$ cat src/design/vec_types_pkg.sv
// Register file geometry and write-request types; SEW encoding 2'b11 is unused and never written.
`default_nettype none

package vec_types_pkg;

  localparam int VLENB     = 8;                    // Bytes per vector register.
  localparam int NUM_VREGS = 32;                   // Architectural vector registers.
  localparam int REG_IDX_W = $clog2(NUM_VREGS);    // Register index width.
  localparam int ELEM_W    = 32;                   // Widest element slot.

  typedef logic [7:0] byte_t;                      // One register byte.
  typedef byte_t [VLENB-1:0] vreg_t;               // Whole register, byte 0 lowest.
  typedef logic [REG_IDX_W-1:0] vreg_idx_t;        // Register number.
  typedef logic [ELEM_W-1:0] elem_t;               // Element slot, low SEW bits valid.

  // Element width of one write; both elements share it.
  typedef enum logic [1:0] {
    SEW_8  = 2'b00,                                // Two bytes written.
    SEW_16 = 2'b01,                                // Four bytes written.
    SEW_32 = 2'b10                                 // All eight bytes written.
  } sew_t;

  typedef struct packed {
    elem_t e1;                                     // Upper element of the span.
    elem_t e0;                                     // Lower element of the span.
  } elem_pair_t;

  // One pending register write, 71 bits.
  typedef struct packed {
    vreg_idx_t  vd;                                // Destination register.
    sew_t       sew;                               // Element width.
    elem_pair_t elems;                             // Zero-extended elements.
  } wb_req_t;

  // Keeps the low SEW bits of an element slot.
  function automatic elem_t sew_mask(sew_t s);
    elem_t m;
    case (s)
      SEW_8:   m = 32'h0000_00ff;                  // Byte elements.
      SEW_16:  m = 32'h0000_ffff;                  // Halfword elements.
      SEW_32:  m = 32'hffff_ffff;                  // Word elements.
      default: m = '0;                             // Unused code clears all.
    endcase
    return m;
  endfunction

  // Applies the SEW mask to both elements of a pair.
  function automatic elem_pair_t sew_trunc(elem_pair_t p, sew_t s);
    elem_pair_t t;
    t.e1 = p.e1 & sew_mask(s);                     // Upper element.
    t.e0 = p.e0 & sew_mask(s);                     // Lower element.
    return t;
  endfunction

endpackage

`default_nettype wire

$ cat src/design/valu_ops_pkg.sv
// ALU command and unit state types; only four logic/arith ops, no multiply or masking.
`default_nettype none

package valu_ops_pkg;
  import vec_types_pkg::*;

  // Element-wise operation of the vector ALU.
  typedef enum logic [1:0] {
    OP_ADD = 2'b00,                                // vd = vs1 + vs2.
    OP_SUB = 2'b01,                                // vd = vs1 - vs2.
    OP_AND = 2'b10,                                // vd = vs1 & vs2.
    OP_XOR = 2'b11                                 // vd = vs1 ^ vs2.
  } valu_op_t;

  // One ALU command as presented with its strobe.
  typedef struct packed {
    valu_op_t  op;                                 // Operation.
    vreg_idx_t vd;                                 // Destination register.
    vreg_idx_t vs1;                                // First source.
    vreg_idx_t vs2;                                // Second source.
    sew_t      sew;                                // Element width.
  } valu_cmd_t;

  // Peer unit FSM, shared by the ALU and load units.
  typedef enum logic {
    IDLE       = 1'b0,                             // Free, accepts a strobe.
    WAIT_GRANT = 1'b1                              // Result held for the write port.
  } unit_state_t;

endpackage

`default_nettype wire

$ cat src/design/vec_load_unit.sv
// No addressing; the element pair arrives with the strobe and is cut to SEW on capture.
`timescale 1ns/1ps
`default_nettype none

module vec_load_unit
  import vec_types_pkg::*;
  import valu_ops_pkg::*;
(
  input  logic       CLK,
  input  logic       nRST,
  input  logic       strobe,
  input  vreg_idx_t  vd,
  input  sew_t       sew,
  input  elem_pair_t elems,
  input  logic       gnt,
  output logic       req,
  output wb_req_t    wreq,
  output logic       busy
);

  unit_state_t state;                              // Unit FSM.
  logic        accept;                             // Strobe taken this cycle.

  assign accept = strobe & (state == IDLE);        // Ignored while waiting.
  assign req    = (state == WAIT_GRANT);
  assign busy   = (state == WAIT_GRANT);

  // FSM. A grant releases the unit.
  always_ff @(posedge CLK or negedge nRST) begin
    if (!nRST) begin
      state <= IDLE;
    end else if (accept) begin
      state <= WAIT_GRANT;
    end else if ((state == WAIT_GRANT) && gnt) begin
      state <= IDLE;
    end
  end

  // Load data captured, bits above SEW cleared.
  always_ff @(posedge CLK) begin
    if (accept) begin
      wreq.vd    <= vd;
      wreq.sew   <= sew;
      wreq.elems <= sew_trunc(elems, sew);
    end
  end

endmodule

`default_nettype wire

$ cat config.mk
export PLATFORM = sky130hd
export DESIGN_NAME = vec_load_unit
export DESIGN_NICKNAME = d
export VERILOG_FILES = /design/src/design/vec_types_pkg.sv /design/src/design/valu_ops_pkg.sv /design/src/design/vec_load_unit.sv
export SDC_FILE = /design/constraint.sdc
export NUM_CORES = 1
export LEC_CHECK = 0
export BUFFER_PORTS_ARGS = -buffer_cell sky130_fd_sc_hd__buf_4
export CAP_MARGIN = 15
export CORE_MARGIN = 3
export CORE_UTILIZATION = 40
export DETAILED_ROUTE_END_ITERATION = 8
export PLACE_DENSITY = 0.73
export SLEW_MARGIN = 10
export SYNTH_ARGS = -nofsm -noshare
export SYNTH_HDL_FRONTEND = slang
export SYNTH_SLANG_ARGS = --single-unit
$ cat constraint.sdc
create_clock -name CLK -period 12.5 [get_ports CLK]
set_input_delay 2.5 -clock CLK [delete_from_list [all_inputs] [get_ports CLK]]
set_output_delay 2.5 -clock CLK [all_outputs]
set_load 0.01 [all_outputs]
==> flow_summary.toml, run 1 <==
[cts]
clock_tree.buffer_depth = 2
cts_buffers = 9
master_cell_of_the_clock_root_buffer = "sky130_fd_sc_hd__clkbuf_8"
hold_buffers = 0
clk_pin_slew_ns = 0.07
clk-insertion-delay-late_ns = 0.33
post_cts.resized_instances = 0
cts.repair_timing.setup_buffer_count = 0
cts_tree = "done"
ctsHtreeMaxLevel = 3
clock-sinks = 72

[cells_and_area]
multiInputGateArea_um2 = 463
register_area_um2 = 2160
post-route-cell-area_um2 = 4020
area.growth.synth_to_final_pct = 51.4
fillers = 482
drive_above_1_share_pct = 57.5
final_core_util_pct = 62.9
antenna-diode-count = 0
num-nets-final = 378

[sta]
setup_total_neg_slack_ns = 0
timing.clock.skew_ns = 0.00882
final.hold.worst_slack_ns = 0.585
finalSetupViolations = 0
number_of_pins_exceeding_their_max_slew_limit_in_the_final_report = 0
maxSlewHeadroom_pct = 40.7
timing.final.crit_share_pct = 27.8
worst_pin_slew_ns = 0.889
max_clock_freq_ghz = 0.287
rsz0062_at_grt = "no"
final-hold-violation-count = 0
layout_min_cycle_time_ns = 3.48

[power]
power-per-cell-area_nw_per_um2 = 133
power.total_uw = 535
vdd_ir_drop_max_mv = 0.0773
leakage_uw = 0.00170

[die]
die_area_um2 = 7650
row_count = 29
num_io_pins = 148
die_h_um = 87.5
initial_core_util_pct = 41.6
floorplan.core_area_um2 = 6390
fp.dieW_um = 87.5

[worst_setup_path]
timing.critical_path.fanout_max = 71
regToRegStartpoint = "busy$_DFFE_PN0P_"
timing.critical_path.max_delay_family = "buffers and inverters"
crit_required_ns = 12.45
capture_point_of_the_worst_reg_to_reg_path = "wreq[6]$_DFFE_PP_"
setup.worst_path.start_class = "input port"
timing.setup.critical_path_class = "input port to flip-flop"
worst_ep_arrival_time_ns = 3.43
timing.critical_path.buf_inv = 2
worst_path_max_delay_cell = "sky130_fd_sc_hd__buf_4"
timing.critical_path.from = "strobe"
r2r_setup_slack_ns = 10.83
critPathMaxStageDelay_ns = 0.69
critPathMostFrequentCell = "sky130_fd_sc_hd__buf_4"
worst_setup_path_end_kind = "flip-flop"
timing.critical_path.cells = "buf_4 -> nor2b_4 -> buf_4"
r2r_cells = 2

[global_route]
grt_start_max_net_pins = 72
first_global_vias = 1710
groute.usage.overall_pct = 14.2
grt_first_pass_wirelength_um = 7960
grt_overflow = 0
antenna_found_initial = 0

[run]
max_cap_viol_count = 0

[placement]
io_buffers = 147
gp_congestion = 0.685
dpl-instance-area_um2 = 3830
hpwlAfterDp_um = 3990

[drt]
drt_wl_total_um = 5420
viasPerCell = 4.42
detailedRoute.firstIterationViolations = 86
drt_pre_antenna_iters = 4
vias = 1694
drc_errors = 0
route.antenna.remaining_nets = 0
wl_per_cell_um = 14.1

[yosys]
yosysUniqueCellTypes = 11
synth_sequential_area_ratio_pct = 81.3
syn-instance-count = 148
synth.ff_latch_count = 72
synth_fp_nets = 225
syn_area_um2 = 2650
synthesis.yosys.warnings = 0
postSynthAreaPerCell_um2 = 17.9

[run_status]
run_status = "finished, final reports clean"

[worst_hold_path]
hold_path_class = "flip-flop to flip-flop"
min_delay_path_depth = 1
worstHoldStart = "busy$_DFFE_PN0P_"
worst_hold_path.endpoint = "busy$_DFFE_PN0P_"
==> placed cells by master (no fill, tap or decap) <==
cell type,n
sky130_fd_sc_hd__clkinv_2,3
sky130_fd_sc_hd__dfrtp_1,1
sky130_fd_sc_hd__inv_1,1
sky130_fd_sc_hd__clkbuf_8,9
sky130_fd_sc_hd__a21oi_1,1
sky130_fd_sc_hd__bufinv_16,1
sky130_fd_sc_hd__buf_4,148
sky130_fd_sc_hd__clkbuf_1,1
sky130_fd_sc_hd__ha_1,2
sky130_fd_sc_hd__nor2b_1,32
sky130_fd_sc_hd__nor2b_4,1
sky130_fd_sc_hd__nor2_1,1
sky130_fd_sc_hd__clkinvlp_4,2
sky130_fd_sc_hd__and2_2,12
sky130_fd_sc_hd__edfxtp_1,71
sky130_fd_sc_hd__and2_1,20
==> metrics by stage <==
step                      worst slack (ns)  std cells
after floorplan                       6.38        148
after global placement                8.73        367
after detailed placement              8.69        367
after CTS                             9.03        383
after global routing                  8.96        383
final                                 9.02        383
==> cells in the mapped netlist <==
master,instances,area (um2)
sky130_fd_sc_hd__edfxtp_1,71,2130
sky130_fd_sc_hd__a21oi_1,1,5.00
sky130_fd_sc_hd__dfrtp_1,1,25.0
sky130_fd_sc_hd__inv_1,1,3.75
sky130_fd_sc_hd__ha_1,2,25.0
sky130_fd_sc_hd__and2_1,20,125
sky130_fd_sc_hd__clkbuf_2,3,15.0
sky130_fd_sc_hd__buf_4,3,22.5
sky130_fd_sc_hd__nor2b_1,33,206
sky130_fd_sc_hd__and2_2,12,90.1
sky130_fd_sc_hd__nor2_1,1,3.75
==> routing by layer <==
metal  routed length [um]  global-route usage, %
met5                    0                      0
met4                   71                   7.95
met3                  717                   6.34
met2                 2690                   22.3
met1                 1940                   16.0
==> layout make-up <==
type	count	area share, %
Sequential cell	72	53.7
Inverter	1	0.0934
Multi-Input combinational cell	69	11.5
Tap cell	77	2.40
Clock inverter	6	1.49
Timing Repair Buffer	148	27.6
Clock buffer	10	3.18
==> flip-flops by register name, indices dropped and copies added, names as in the netlist <==
| name | flops |
|---|---|
| busy | 1 |
| wreq | 71 |
==> logic make-up after synthesis <==
| group | after synthesis | synth area share (%) |
|---|---|---|
| fa+ha+maj | 2 | 0.943 |
| compound gates | 1 | 0.188 |
| buf+inv | 7 | 1.56 |
| simple gates | 66 | 16.0 |
| flops | 72 | 81.3 |
==> power breakdown <==
group / internal (uW) / switching, uW
Combinational: 39.6 / 31.4
Clock: 91.2 / 81.2
Sequential: 287 / 5.06
==> worst max path at each step <==
stage	cells after the start	to	slack [ns]
6_report	3	wreq[6]$_DFFE_PP_	9.02
5_1_grt	4	wreq[23]$_DFFE_PP_	8.96
4_1_cts	1	busy	9.03
3_5_place_dp	3	wreq[59]$_DFFE_PP_	8.69
3_3_place_gp	3	wreq[49]$_DFFE_PP_	8.73
2_1_floorplan	1	wreq[0]$_DFFE_PP_	6.38
Note: power is estimated with default switching activity, not from simulation.
==> run 2: changes to the inputs <==
--- a/config.mk
+++ b/config.mk
@@ -5,12 +5,13 @@
 export SDC_FILE = /design/constraint.sdc
 export NUM_CORES = 1
 export LEC_CHECK = 0
+export ABC_AREA = 1
 export BUFFER_PORTS_ARGS = -buffer_cell sky130_fd_sc_hd__buf_4
 export CAP_MARGIN = 15
 export CORE_MARGIN = 3
 export CORE_UTILIZATION = 40
 export DETAILED_ROUTE_END_ITERATION = 8
-export PLACE_DENSITY = 0.73
+export PLACE_DENSITY = 0.75
 export SLEW_MARGIN = 10
 export SYNTH_ARGS = -nofsm -noshare
 export SYNTH_HDL_FRONTEND = slang
==> constraint.sdc (replaced) <==
create_clock -name CLK -period 3.1 [get_ports CLK]
set_input_delay 0.62 -clock CLK [delete_from_list [all_inputs] [get_ports CLK]]
set_output_delay 0.62 -clock CLK [all_outputs]
set_load 0.01 [all_outputs]
==> run 2 against run 1 <==
  * Die area is 4.0% higher
  * Largest power group unchanged
  * Utilization is 0.98 points lower
  * Via count grew 13%
  * Clock skew decreased by 0.0015 ns
  * Cell count rose by 16%
  * Critical endpoint is now wreq[70]$_DFFE_PP_
  * Count of clock-buffer cells in the layout down 1
  * Routed wire length increased by 8.7%
==> flow_summary.toml, run 2 <==
[sta]
setup_total_neg_slack_ns = 0
layout_min_cycle_time_ns = 1.68
timing.clock.skew_ns = 0.00732
maxSlewHeadroom_pct = 32.8
worst_pin_slew_ns = 1.01
rsz0062_at_grt = "no"
timing.final.crit_share_pct = 54.2
final.hold.worst_slack_ns = 0.0622
final-hold-violation-count = 0
setup_slack_ns = 1.42
max_clock_freq_ghz = 0.595
number_of_pins_exceeding_their_max_slew_limit_in_the_final_report = 0
finalSetupViolations = 0

[power]
reg_power_share_pct = 57.3
netSwitchingPower_uw = 473
power.share.switching_pct = 22.9
p_int_uw = 1600
power.total_uw = 2070
clockPowerShare_pct = 27.4
combinationalPowerShare_pct = 15.3
vdd_ir_drop_max_mv = 0.329
power-per-cell-area_nw_per_um2 = 511
leakage_uw = 0.00210

[yosys]
post-synth-top-count-cell = "sky130_fd_sc_hd__edfxtp_1"
yosysUniqueCellTypes = 10
synth_fp_nets = 294
netlist.area_leader.share_pct = 77.0
synth_sequential_area_ratio_pct = 77.9
synth_edf_count = 71
synth.largest_area_cell = "sky130_fd_sc_hd__edfxtp_1"
synthFlopType = "sky130_fd_sc_hd__edfxtp_1"
synth.ff_latch_count = 72
synth.top_cells.by_count = "sky130_fd_sc_hd__edfxtp_1, sky130_fd_sc_hd__inv_1, sky130_fd_sc_hd__nand2_1"
synthesis.yosys.warnings = 0
syn_area_um2 = 2770
synth_area_leaders = "sky130_fd_sc_hd__edfxtp_1, sky130_fd_sc_hd__inv_1, sky130_fd_sc_hd__nand2_1"
async_reset_ff_share_pct = 1.39
syn-instance-count = 217
postSynthAreaPerCell_um2 = 12.8

[worst_setup_path]
timing.critical_path.fanout_max = 42
timing.critical_path.buf_inv = 3
crit_required_ns = 3.10
worst_setup_path_end_kind = "flip-flop"
critPathMaxStageDelay_ns = 0.47
timing.critical_path.max_delay_family = "buffers and inverters"
worst_path_max_delay_cell = "sky130_fd_sc_hd__inv_2"
worst_ep_arrival_time_ns = 1.68
timing.critical_path.cells = "inv_1 -> nand2_1 -> inv_2 -> buf_12"
timing.setup.critical_path_class = "flip-flop to flip-flop"
setup.worst_path.start_class = "flip-flop"

[drt]
viasPerCell = 4.30
route.antenna.remaining_nets = 0
drt_wl_total_um = 5890
wl_per_cell_um = 13.2
drt_pre_antenna_iters = 4
metal1_wirelength_um = 2060
met3RoutedLength_um = 524
maxUsedRoutingLayer = "met4"
met2_wirelength_um = 3240
vias = 1917
detailedRoute.firstIterationViolations = 46
drc_errors = 0

[cells_and_area]
antenna-diode-count = 0
highest_count_cells_in_the_layout_ignoring_fill_and_taps = "sky130_fd_sc_hd__buf_4, sky130_fd_sc_hd__edfxtp_1, sky130_fd_sc_hd__inv_1"
area.growth.synth_to_final_pct = 46.2
drive_above_1_share_pct = 43.4
top_register = "wreq"
num-nets-final = 445
layout.cells.non_filler = 446
most_common_cell_after_layout_fill_and_taps_aside = "sky130_fd_sc_hd__buf_4"
max_reg_flops = 71

[global_route]
grt_overflow = 0
grt_first_pass_wirelength_um = 8540
first_global_vias = 1858
antenna_found_initial = 0
grt_start_max_net_pins = 43
groute.usage.overall_pct = 14.5

[die]
die_h_um = 89.2
die_area_um2 = 7950
floorplan.core_area_um2 = 6530
initial_core_util_pct = 42.4
num_io_pins = 148
row_count = 29
fp.dieW_um = 89.2

[cts]
cts_buffers = 9
ctsHtreeMaxLevel = 3
clk-insertion-delay-late_ns = 0.32
clock_tree.buffer_depth = 2
clk_pin_slew_ns = 0.07
master_cell_of_the_clock_root_buffer = "sky130_fd_sc_hd__clkbuf_8"
clock-sinks = 72
cts.repair_timing.setup_buffer_count = 0
hold_buffers = 0
post_cts.resized_instances = 0
cts_tree = "done"

[worst_hold_path]
hold_path_class = "input port to async pin"

[placement]
hpwlAfterDp_um = 4610
detailedPlace.worstSlack_ns = 1.07
gp_congestion = 0.739
place.detailed.instances = 434
io_buffers = 147

[run_status]
run_status = "finished, final reports clean"

[run]
max_cap_viol_count = 0
==> run 2: cell count changes after synthesis, sizes merged <==
cell	delta
and2	-32
a21oi	-1
clkbuf	+1
buf	+1
nand2	+35
nor2b	-33
nor2	+31
inv	+67
==> run 2: worst paths after layout <==
path / startpoint / endpoint / slack (ns) / cells after the start
min in group CLK: vd[2] / wreq[68]$_DFFE_PP_ / 0.48 / 1
max: busy$_DFFE_PN0P_ / wreq[70]$_DFFE_PP_ / 1.42 / 4
min: nRST / busy$_DFFE_PN0P_ / 0.06 / 1
max in group asynchronous: nRST / busy$_DFFE_PN0P_ / 2.96 / 1
max reg2reg: busy$_DFFE_PN0P_ / wreq[70]$_DFFE_PP_ / 1.42 / 4
min reg2reg: busy$_DFFE_PN0P_ / busy$_DFFE_PN0P_ / 0.54 / 2
==> run 2: per-stage QoR <==
stage          utilization [%]  cell area, um2
2_1_floorplan                -            2770
3_3_place_gp              59.8            3910
3_5_place_dp              59.8            3910
4_1_cts                   62.0            4050
5_1_grt                   62.0            4050
6_report                  62.0            4050
==> run 2: power by group through the flow <==
| stage | combinational (uW) | sequential [uW] | clock (uW) |
|---|---|---|---|
| 6_report | 316 | 1180 | 567 |
| 5_1_grt | 347 | 1190 | 634 |
| 2_1_floorplan | 83.4 | 1250 | 0 |
| 3_3_place_gp | 316 | 1200 | 0 |
| 3_5_place_dp | 323 | 1210 | 0 |
| 4_1_cts | 323 | 1190 | 584 |
==> run 2: cell type report <==
cell class / count / area [um2]
repair buffers: 148 / 1120
clock inverters: 3 / 13.8
well taps: 77 / 96.3
inverters: 68 / 255
fillers: 538 / 2480
clock buffers: 9 / 124
multi-input cells: 69 / 277
flip-flops and latches: 72 / 2160
==> run 2: kinds of logic after synthesis <==
| group | Yosys count | synth area share [%] |
|---|---|---|
| adder cells (fa/ha/maj) | 2 | 0.904 |
| buffers and inverters | 76 | 12.1 |
| flip-flops | 72 | 77.9 |
| AND/OR/NAND/NOR | 67 | 9.09 |
==> run 2: worst reg2reg max path, stage by stage, from the launching register on <==
cell and delay [ns]:
sky130_fd_sc_hd__dfrtp_1 0.41, sky130_fd_sc_hd__inv_1 0.06, sky130_fd_sc_hd__nand2_1 0.07, sky130_fd_sc_hd__inv_2 0.47, sky130_fd_sc_hd__buf_12 0.34
==> run 2: per-layer routing <==
layer	global-route usage (%)	up-vias
li1	-	950
met1	15.3	877
met2	26.3	83
met3	4.88	7
met4	5.82	0
met5	0	-
