==> config.mk <==
export PLATFORM = sky130hd
export DESIGN_NAME = vec_wb_arbiter
export DESIGN_NICKNAME = d
export VERILOG_FILES = /design/src/design/vec_types_pkg.sv /design/src/design/vec_wb_arbiter.sv
export SDC_FILE = /design/constraint.sdc
export NUM_CORES = 1
export LEC_CHECK = 0
export ABC_CLOCK_PERIOD_IN_PS = 4180
export BUFFER_PORTS_ARGS = -buffer_cell sky130_fd_sc_hd__buf_4
export CORE_AREA = 4 4 84 86
export DETAILED_ROUTE_END_ITERATION = 10
export DIE_AREA = 0 0 88 90
export SYNTH_ARGS = -nofsm -noshare
export SYNTH_HDL_FRONTEND = slang
export SYNTH_SLANG_ARGS = --single-unit
==> constraint.sdc <==
create_clock -name CLK -period 4.18 [get_ports CLK]
set_input_delay 0.627 -clock CLK [delete_from_list [all_inputs] [get_ports CLK]]
set_output_delay 0.627 -clock CLK [all_outputs]
set_load 0.01 [all_outputs]
==> src/design/vec_types_pkg.sv <==
// Register file geometry and write-request types; SEW encoding 2'b11 is unused and never written.
`default_nettype none

package vec_types_pkg;

  localparam int VLENB     = 8;                    // Bytes per vector register.
  localparam int NUM_VREGS = 32;                   // Architectural vector registers.
  localparam int REG_IDX_W = $clog2(NUM_VREGS);    // Register index width.
  localparam int ELEM_W    = 32;                   // Widest element slot.

  typedef logic [7:0] byte_t;                      // One register byte.
  typedef byte_t [VLENB-1:0] vreg_t;               // Whole register, byte 0 lowest.
  typedef logic [REG_IDX_W-1:0] vreg_idx_t;        // Register number.
  typedef logic [ELEM_W-1:0] elem_t;               // Element slot, low SEW bits valid.

  // Element width of one write; both elements share it.
  typedef enum logic [1:0] {
    SEW_8  = 2'b00,                                // Two bytes written.
    SEW_16 = 2'b01,                                // Four bytes written.
    SEW_32 = 2'b10                                 // All eight bytes written.
  } sew_t;

  typedef struct packed {
    elem_t e1;                                     // Upper element of the span.
    elem_t e0;                                     // Lower element of the span.
  } elem_pair_t;

  // One pending register write, 71 bits.
  typedef struct packed {
    vreg_idx_t  vd;                                // Destination register.
    sew_t       sew;                               // Element width.
    elem_pair_t elems;                             // Zero-extended elements.
  } wb_req_t;

  // Keeps the low SEW bits of an element slot.
  function automatic elem_t sew_mask(sew_t s);
    elem_t m;
    case (s)
      SEW_8:   m = 32'h0000_00ff;                  // Byte elements.
      SEW_16:  m = 32'h0000_ffff;                  // Halfword elements.
      SEW_32:  m = 32'hffff_ffff;                  // Word elements.
      default: m = '0;                             // Unused code clears all.
    endcase
    return m;
  endfunction

  // Applies the SEW mask to both elements of a pair.
  function automatic elem_pair_t sew_trunc(elem_pair_t p, sew_t s);
    elem_pair_t t;
    t.e1 = p.e1 & sew_mask(s);                     // Upper element.
    t.e0 = p.e0 & sew_mask(s);                     // Lower element.
    return t;
  endfunction

endpackage

`default_nettype wire

==> src/design/vec_wb_arbiter.sv <==
// Two-way round-robin on the write port; grant is combinational, the ALU wins the first tie.
`timescale 1ns/1ps
`default_nettype none

module vec_wb_arbiter
  import vec_types_pkg::*;
(
  input  logic    CLK,
  input  logic    nRST,
  input  logic    alu_req,
  input  logic    load_req,
  input  wb_req_t alu_wreq,
  input  wb_req_t load_wreq,
  output logic    alu_gnt,
  output logic    load_gnt,
  output logic    wen,
  output wb_req_t wreq,
  output logic    wb_src
);

  logic last_load;                                 // Load unit won the last write.
  logic pick_load;                                 // Load unit wins this cycle.

  // Load wins alone, or on a tie after an ALU win.
  always_comb begin
    pick_load = load_req & (~alu_req | ~last_load);
  end

  assign alu_gnt  = alu_req & ~pick_load;          // ALU alone, or its turn.
  assign load_gnt = pick_load;                     // Single-cycle, request drops after.
  assign wen      = alu_req | load_req;            // Some peer always wins.
  assign wb_src   = pick_load;                     // 0 = ALU, 1 = load.

  // Winning request drives the write port and the commit trace.
  always_comb begin
    if (pick_load) begin
      wreq = load_wreq;
    end else begin
      wreq = alu_wreq;
    end
  end

  // Remembers the last winner for the next tie.
  always_ff @(posedge CLK or negedge nRST) begin
    if (!nRST) begin
      last_load <= 1'b1;                           // ALU favored after reset.
    end else if (wen) begin
      last_load <= pick_load;
    end
  end

endmodule

`default_nettype wire

==> results of run 1 <==
-- synthesized netlist by cell type --
cell type / count
mux2_4: 69
buf_4: 1
mux2_2: 2
or2_2: 1
buf_12: 8
and2_1: 1
or2b_1: 1
a21boi_2: 1
inv_1: 1
dfstp_2: 1
o21ai_0: 1
-- metrics by stage --
step                instance area [um^2]  worst slack, ns
floorplan                           1290             2.12
global placement                    2900             1.50
detailed placement                  2900             1.49
CTS                                 2900             1.49
global route                        2900             1.43
finish                              2900             1.50
-- cells by family (layout without fill, tap and decap cells) --
logic type | Yosys count | after routing | synth area share, %
AO/OA/AOI/OAI | 2 | 2 | 1.26
buffers and inverters | 10 | 223 | 13.3
flip-flops | 1 | 1 | 2.03
multiplexers | 71 | 71 | 81.9
AND/OR/NAND/NOR | 3 | 3 | 1.55
-- final cells by class --
| cell class | instances | share of cell area, % |
|---|---|---|
| well taps | 77 | 3.33 |
| multi-input cells | 76 | 38.1 |
| repair buffers | 222 | 57.6 |
| flip-flops and latches | 1 | 0.908 |
| inverters | 1 | 0.130 |
-- final timing paths --
path                                       start                     to  slack (ns)  cells after the start
hold / removal             last_load$_DFFE_PN1P_  last_load$_DFFE_PN1P_        0.52                      2
min in group asynchronous                   nRST  last_load$_DFFE_PN1P_        0.56                      1
setup reg to reg           last_load$_DFFE_PN1P_  last_load$_DFFE_PN1P_        3.34                      2
setup / recovery                         alu_req                wreq[0]        1.50                      5
max in group asynchronous                   nRST  last_load$_DFFE_PN1P_        3.60                      1
hold reg to reg            last_load$_DFFE_PN1P_  last_load$_DFFE_PN1P_        0.52                      2
-- routing by layer --
layer	part of all wire, %	vias up
li1	-	750
met1	28	679
met2	60	95
met3	13	0
met4	0	0
met5	0	-
-- power by group --
group          total (mW)  internal (mW)  switching, mW
Clock                   0              0              0
Combinational       0.407          0.273          0.134
Sequential         0.0141         0.0124        0.00167
Total               0.421          0.285          0.136
-- layout by cell type, fill, tap and decap left out --
cell / count
a21boi_4: 1
and2_1: 1
buf_4: 222
dfstp_2: 1
inv_1: 1
mux2_2: 2
mux2_4: 69
o21ai_0: 1
or2_2: 1
or2b_1: 1
-- critical path, stage by stage --
cell	delay [ns]
buf_4	0.13
a21boi_4	0.14
buf_4	0.59
mux2_2	0.41
buf_4	0.14
==> results.yml, run 1 <==
yosys:
  synth_seq_cells: 1
  yosysTopAreaCell: "mux2_4"
  synthTopCellsByArea: "mux2_4 (80%), buf_12 (12%), dfstp_2 (2.0%), mux2_2 (1.7%), a21boi_2 (0.87%)"
  synth_area_um2: 1290
  synth_warnings: 0
  synth_fp_nets: 233
  syn_inst: 87
  syn_avg_cell_area_um2: 14.9
  synth_top_cell_area_share_pct: 80.2
  ys_types: 11
  ys_seq_area_share_pct: 2.03
grt:
  track_usage_pct: 12.4
  grt_overflow_total: 0
  grt_max_degree: 43
  grt_pass1_vias: 1541
  grt.met1_usage_pct: 11.0
  antenna_found_initial: 0
  grtUsageMet2_pct: 27.6
  use_met3_pct: 3.20
  grt-busiest-layer: "met2"
  grt_pass1_wl_um: 8070
timing:
  rsz0062_at_grt: "false"
  hold_viol_final: 0
  fmax_ghz: 0.374
  setup_viol_count_final: 0
  relSlewSlack_pct: 52.1
  maxSlewViolCount: 0
  fin_tns_setup_ns: 0
  finClkSkew_ns: 0
  fin_crit_sh_pct: 64.0
  fin_crit_ns: 2.68
  whs_ns: 0.516
  tightest_slew_ns: 0.718
cells_and_area:
  multi_input_area_um2: 1100
  largest_register_ffs: 1
  final_cells: 377
  fin_util_pct: 46.1
  syn2layout_area_growth_pct: 124
  fillers: 595
  nets: 448
  register_area_um2: 26.3
  top_register: "last_load"
  final_layout_size_suffix_gt1_share_pct: 98.7
  diodes: 0
  reg_top3: "last_load: 1 flops"
clock_network:
  clk_pin_slew_worst_paths_ns: 0
  hold_buffers: 0
  cts_setup_buffers: 0
  cts_resized: 0
  clk_latency_ns: 0
worst_setup_path:
  crit_fanout: 42
  crit_path_end_kind: "primary output"
  crit_arrival_ns: 2.05
  critPathRequiredTime_ns: 3.55
  worstSetupPathType: "in2out"
  startpoint_type: "input port"
routing:
  firstDrtPassIters: 4
  drc_errors: 0
  antenna_left: 0
  wl_per_cell_um: 15.3
  num_vias: 1524
  routed_wl_um: 5780
  drtIter0Drc: 14
  vias_per_cell: 4.04
run_status:
  outcome: "complete, no violations"
floorplan:
  start_util_pct: 20.6
  die_x_um: 88
  design.core.area_um2: 6280
  die_h_um: 90
  ios: 221
  die-area_um2: 7920
  rows: 29
power_and_ir_drop:
  finalPower_mw: 0.421
  peakVddDrop_mv: 0.102
  power_density_nw_per_um2: 145
  p_leak_nw: 1.65
placement:
  gp_congestion: 0.735
  port_buffers: 220
  dp.cells: 377
min_path:
  hp-class: "reg2reg"
job:
  max_cap_violations: 0
Power figures use the tool's default switching activity.
==> inputs of run 2 (changes only) <==
--- a/config.mk
+++ b/config.mk
@@ -5,7 +5,7 @@
 export SDC_FILE = /design/constraint.sdc
 export NUM_CORES = 1
 export LEC_CHECK = 0
-export ABC_CLOCK_PERIOD_IN_PS = 4180
+export ABC_CLOCK_PERIOD_IN_PS = 2600
 export BUFFER_PORTS_ARGS = -buffer_cell sky130_fd_sc_hd__buf_4
 export CORE_AREA = 4 4 84 86
 export DETAILED_ROUTE_END_ITERATION = 10
==> constraint.sdc (replaced) <==
create_clock -name CLK -period 2.6 [get_ports CLK]
set_input_delay 0.39 -clock CLK [delete_from_list [all_inputs] [get_ports CLK]]
set_output_delay 0.39 -clock CLK [all_outputs]
set_load 0.01 [all_outputs]
==> run 2 against run 1 <==
Net effect: utilization is 0.40 points higher; clock skew unchanged; critical path depth stayed put; combinational power increased by 62%; design area up 0.86%; sequential share of layout area hardly changed; register-to-register slack got worse by 1.6 ns; setup slack worse by 0.86 ns; sequential power up 61%.
==> results.yml, run 2 (synthesis gave the netlist of run 1 again) <==
power_and_ir_drop:
  switching_share_pct: 32.0
  intPower_mw: 0.464
  power_density_nw_per_um2: 234
  peakVddDrop_mv: 0.145
  switchingPower_mw: 0.218
  combinationalPowerShare_pct: 96.7
  p_leak_nw: 1.66
  seqPwrFrac_pct: 3.3
  clkPwrFrac_pct: 0
grt:
  grt_pass1_wl_um: 7910
  grt_max_degree: 42
  grt_overflow_total: 0
  antenna_found_initial: 0
  grt_pass1_vias: 1544
  track_usage_pct: 12.3
routing:
  drc_errors: 0
  firstDrtPassIters: 3
  antenna_left: 0
  wl_per_cell_um: 15.2
  drtIter0Drc: 7
  vias_per_cell: 4.01
  routed_wl_um: 5720
  num_vias: 1510
timing:
  fin_crit_ns: 1.96
  fin_tns_setup_ns: 0
  setup_viol_count_final: 0
  rsz0062_at_grt: "false"
  tightest_slew_ns: 0.293
  relSlewSlack_pct: 80.5
  hold_viol_final: 0
  fin_crit_sh_pct: 75.4
  finClkSkew_ns: 0
  maxSlewViolCount: 0
  fmax_ghz: 0.510
worst_setup_path:
  crit_arrival_ns: 1.57
  crit_fanout: 41
  startpoint_type: "input port"
  rrSetupSlack_ns: 1.76
  crit_path_end_kind: "primary output"
  critPathRequiredTime_ns: 2.21
  worstSetupPathType: "in2out"
floorplan:
  start_util_pct: 20.6
  die_x_um: 88
  die-area_um2: 7920
  die_h_um: 90
  rows: 29
  ios: 221
  design.core.area_um2: 6280
cells_and_area:
  fillers: 590
  nets: 448
  fin_util_pct: 46.5
  top_register: "last_load"
  layout_common_cells: "buf_4 (220), mux2_4 (69), mux2_2 (2), buf_12 (2)"
  diodes: 0
  final_common_cell: "buf_4"
  syn2layout_area_growth_pct: 126
  final_layout_size_suffix_gt1_share_pct: 98.7
  largest_register_ffs: 1
  reg_top3: "last_load: 1 flops"
placement:
  port_buffers: 220
  gp_congestion: 0.797
  hpwl_um: 5240
clock_network:
  clk_pin_slew_worst_paths_ns: 0
  clk_latency_ns: 0
  cts_resized: 0
  hold_buffers: 0
  cts_setup_buffers: 0
run_status:
  outcome: "complete, no violations"
job:
  max_cap_violations: 0
min_path:
  hp-class: "in2async"
==> run 2: cell counts in the layout (fill, tap and decap cells not counted) <==
No cell type changed its count.
==> run 2: through the flow <==
step,hold slack (ns),power [mW],instance area (um^2),cells,worst slack (ns)
after global routing,0.324,0.725,2920,377,0.593
final,0.323,0.683,2920,377,0.639
after detailed placement,0.325,0.693,2920,377,0.628
after floorplan,0.242,0.372,1290,87,1.01
after CTS,0.325,0.694,2920,377,0.627
after global placement,0.323,0.688,2920,377,0.647
==> run 2: area by class of cell <==
class	instances	area [um^2]	area share (%)
Sequential cell	1	26.3	0.900
Timing Repair Buffer	222	1690	57.9
Inverter	1	3.75	0.129
Multi-Input combinational cell	76	1100	37.7
Tap cell	77	96.3	3.30
==> run 2: final timing paths <==
path,depth (start not counted),from,end
max in group asynchronous,1,nRST,last_load$_DFFE_PN1P_
setup / recovery,5,alu_req,wreq[0]
setup reg to reg,2,last_load$_DFFE_PN1P_,last_load$_DFFE_PN1P_
hold reg to reg,2,last_load$_DFFE_PN1P_,last_load$_DFFE_PN1P_
hold / removal,1,nRST,last_load$_DFFE_PN1P_
min in group CLK,2,last_load$_DFFE_PN1P_,last_load$_DFFE_PN1P_
==> run 2: critical path, cell delays in order <==
cell      delay, ns
buf_4          0.13
a21boi_4       0.21
buf_12         0.30
mux2_2         0.37
buf_4          0.14
==> run 2: layer usage <==
metal  track usage, %  up-vias  wire length (um)  part of all wire (%)
li1                 -      750                 -                     -
met1             11.5      659              1670                    29
met2             26.4       99              3360                    59
met3             3.11        2               669                    12
met4            0.512        0                21                  0.37
met5                0        -                 0                     0
==> run 2: power groups by stage <==
| stage | Combinational, mW | Sequential (mW) | Clock (mW) |
|---|---|---|---|
| after floorplan | 0.350 | 0.0214 | 0 |
| after global placement | 0.665 | 0.0227 | 0 |
| after detailed placement | 0.670 | 0.0228 | 0 |
| after CTS | 0.671 | 0.0228 | 0 |
| after global routing | 0.701 | 0.0233 | 0 |
| final | 0.660 | 0.0227 | 0 |
==> inputs of run 3 (changes only) <==
--- a/config.mk
+++ b/config.mk
@@ -5,11 +5,12 @@
 export SDC_FILE = /design/constraint.sdc
 export NUM_CORES = 1
 export LEC_CHECK = 0
-export ABC_CLOCK_PERIOD_IN_PS = 2600
+export ABC_CLOCK_PERIOD_IN_PS = 1700
 export BUFFER_PORTS_ARGS = -buffer_cell sky130_fd_sc_hd__buf_4
 export CORE_AREA = 4 4 84 86
 export DETAILED_ROUTE_END_ITERATION = 10
 export DIE_AREA = 0 0 88 90
+export PLACE_DENSITY = 0.66
 export SYNTH_ARGS = -nofsm -noshare
 export SYNTH_HDL_FRONTEND = slang
 export SYNTH_SLANG_ARGS = --single-unit
==> constraint.sdc (replaced) <==
create_clock -name CLK -period 1.7 [get_ports CLK]
set_input_delay 0.255 -clock CLK [delete_from_list [all_inputs] [get_ports CLK]]
set_output_delay 0.255 -clock CLK [all_outputs]
set_load 0.01 [all_outputs]
==> run 3 against run 2 <==
Net effect: critical path type is now reg2out; design area is 2.7% higher; final cell count is 1.1% higher; critical path depth stayed put; sequential share of layout area hardly changed; utilization is 1.2 points higher; largest cell class unchanged; global-route usage is 0.48 points lower; routed wire length is 0.56% lower; power is 58% higher; via count is 2.3% higher; combinational power is 58% higher; clock skew stayed put; worst hold slack worse by 0.14 ns.
==> results.yml, run 3 (synthesis gave the netlist of run 1 again) <==
grt:
  grt_max_degree: 34
  antenna_found_initial: 0
  grt_overflow_total: 0
  grt_pass1_vias: 1672
  track_usage_pct: 11.8
  grt_pass1_wl_um: 7750
worst_setup_path:
  worst_path_dominant_cell_family: "flip-flops"
  worstSetupPathType: "reg2out"
  rr_endpoint: "last_load$_DFFE_PN1P_"
  startpoint_type: "flop"
  r2r_cells: 2
  crit_arrival_ns: 1.39
  crit_buf_inv: 3
  cp_slowest_cell: "dfstp_2"
  rr_startpoint: "last_load$_DFFE_PN1P_"
  crit_path_end_kind: "primary output"
  rrSetupSlack_ns: 0.84
  cp_num_cells: 5
  slowest_delay_ns: 0.54
  critPathRequiredTime_ns: 1.44
  timing.critical_path.to: "wreq[39]"
  crit_fanout: 16
  cp-startpoint: "last_load$_DFFE_PN1P_"
  crit_chain: "a21boi_4, buf_12, clkbuf_16, mux2_4, buf_4"
clock_network:
  clk_pin_slew_worst_paths_ns: 0
  clk_latency_ns: 0
  hold_buffers: 0
cells_and_area:
  top_register: "last_load"
  final_cells: 381
  nets: 452
  fillers: 591
  register_area_um2: 26.3
  final_layout_size_suffix_gt1_share_pct: 98.7
  layout_common_cells: "buf_4 (221), mux2_4 (69), buf_12 (3)"
  reg_top3: "last_load: 1 flops"
  largest_register_ffs: 1
  diodes: 0
  multi_input_area_um2: 1100
  syn2layout_area_growth_pct: 132
  final_common_cell: "buf_4"
placement:
  pre_cts_ws_ns: 0.0330
  dp.cells: 378
  gp_congestion: 0.806
  port_buffers: 220
job:
  max_cap_violations: 0
timing:
  fin_crit_ns: 1.65
  setup_viol_count_final: 0
  fin_crit_sh_pct: 96.8
  rsz0062_at_grt: "false"
  fmax_ghz: 0.608
  finClkSkew_ns: 0
  relSlewSlack_pct: 87.6
  fin_tns_setup_ns: 0
  maxSlewViolCount: 0
  layout_setup_ws_ns: 0.0546
  hold_viol_final: 0
  tightest_slew_ns: 0.183
routing:
  wl_per_cell_um: 14.9
  vias_per_cell: 4.06
  drtIter0Drc: 12
  drc_errors: 0
  num_vias: 1545
  firstDrtPassIters: 3
  antenna_left: 0
  routed_wl_um: 5690
floorplan:
  design.core.area_um2: 6280
  ios: 221
  start_util_pct: 20.6
  die_h_um: 90
  die-area_um2: 7920
  rows: 29
  die_x_um: 88
power_and_ir_drop:
  peakVddDrop_mv: 0.190
  p_leak_nw: 1.70
  power_density_nw_per_um2: 359
run_status:
  outcome: "complete, no violations"
min_path:
  hp-class: "in2async"
## run 3: changes by cell type in the layout (fill, tap and decap cells not counted)
cell / delta
buf_12: +1
buf_4: +1
clkbuf_16: +2
## run 3: worst min-delay path by stage
| stage | depth (start not counted) | start | slack, ns | end |
|---|---|---|---|---|
| 2_1_floorplan | 0 | nRST | 0.11 | last_load$_DFFE_PN1P_ |
| 3_3_place_gp | 1 | nRST | 0.19 | last_load$_DFFE_PN1P_ |
| 3_5_place_dp | 1 | nRST | 0.19 | last_load$_DFFE_PN1P_ |
| 4_1_cts | 1 | nRST | 0.19 | last_load$_DFFE_PN1P_ |
| 5_1_grt | 1 | nRST | 0.19 | last_load$_DFFE_PN1P_ |
| 6_report | 1 | nRST | 0.19 | last_load$_DFFE_PN1P_ |
## run 3: per-layer routing
layer	track usage (%)	wire length [um]	up-vias	part of all wire, %
met2	25.1	3190	112	56
met1	10.5	1640	668	29
li1	-	-	761	-
met4	0.895	46	0	0.81
met3	3.93	805	4	14
met5	0	0	-	0
## run 3: cell type report
class / instances / share of cell area (%)
Inverter: 1 / 0.125
Multi-Input combinational cell: 76 / 36.8
Sequential cell: 1 / 0.876
Tap cell: 77 / 3.21
Timing Repair Buffer: 226 / 59.0
## run 3: power breakdown
part	switching (mW)	internal [mW]	leakage [nW]	total, mW
Clock	0	0	0	0
Combinational	0.336	0.707	1.69	1.04
Sequential	0.00426	0.0305	0.0105	0.0348
## run 3: repair_timing
action	4_1_cts	5_1_grt
resized for setup	0	0
setup endpoints to repair	0	34
buffers inserted	0	1
## run 3: stage by stage
step	utilization, %	power [mW]	hold slack (ns)	instance area (um^2)
3_5_place_dp	46.6	1.06	0.188	2930
3_3_place_gp	46.6	1.05	0.188	2930
4_1_cts	46.6	1.06	0.188	2930
6_report	47.8	1.08	0.187	3000
5_1_grt	47.8	1.14	0.189	3000
2_1_floorplan	-	0.568	0.107	1290
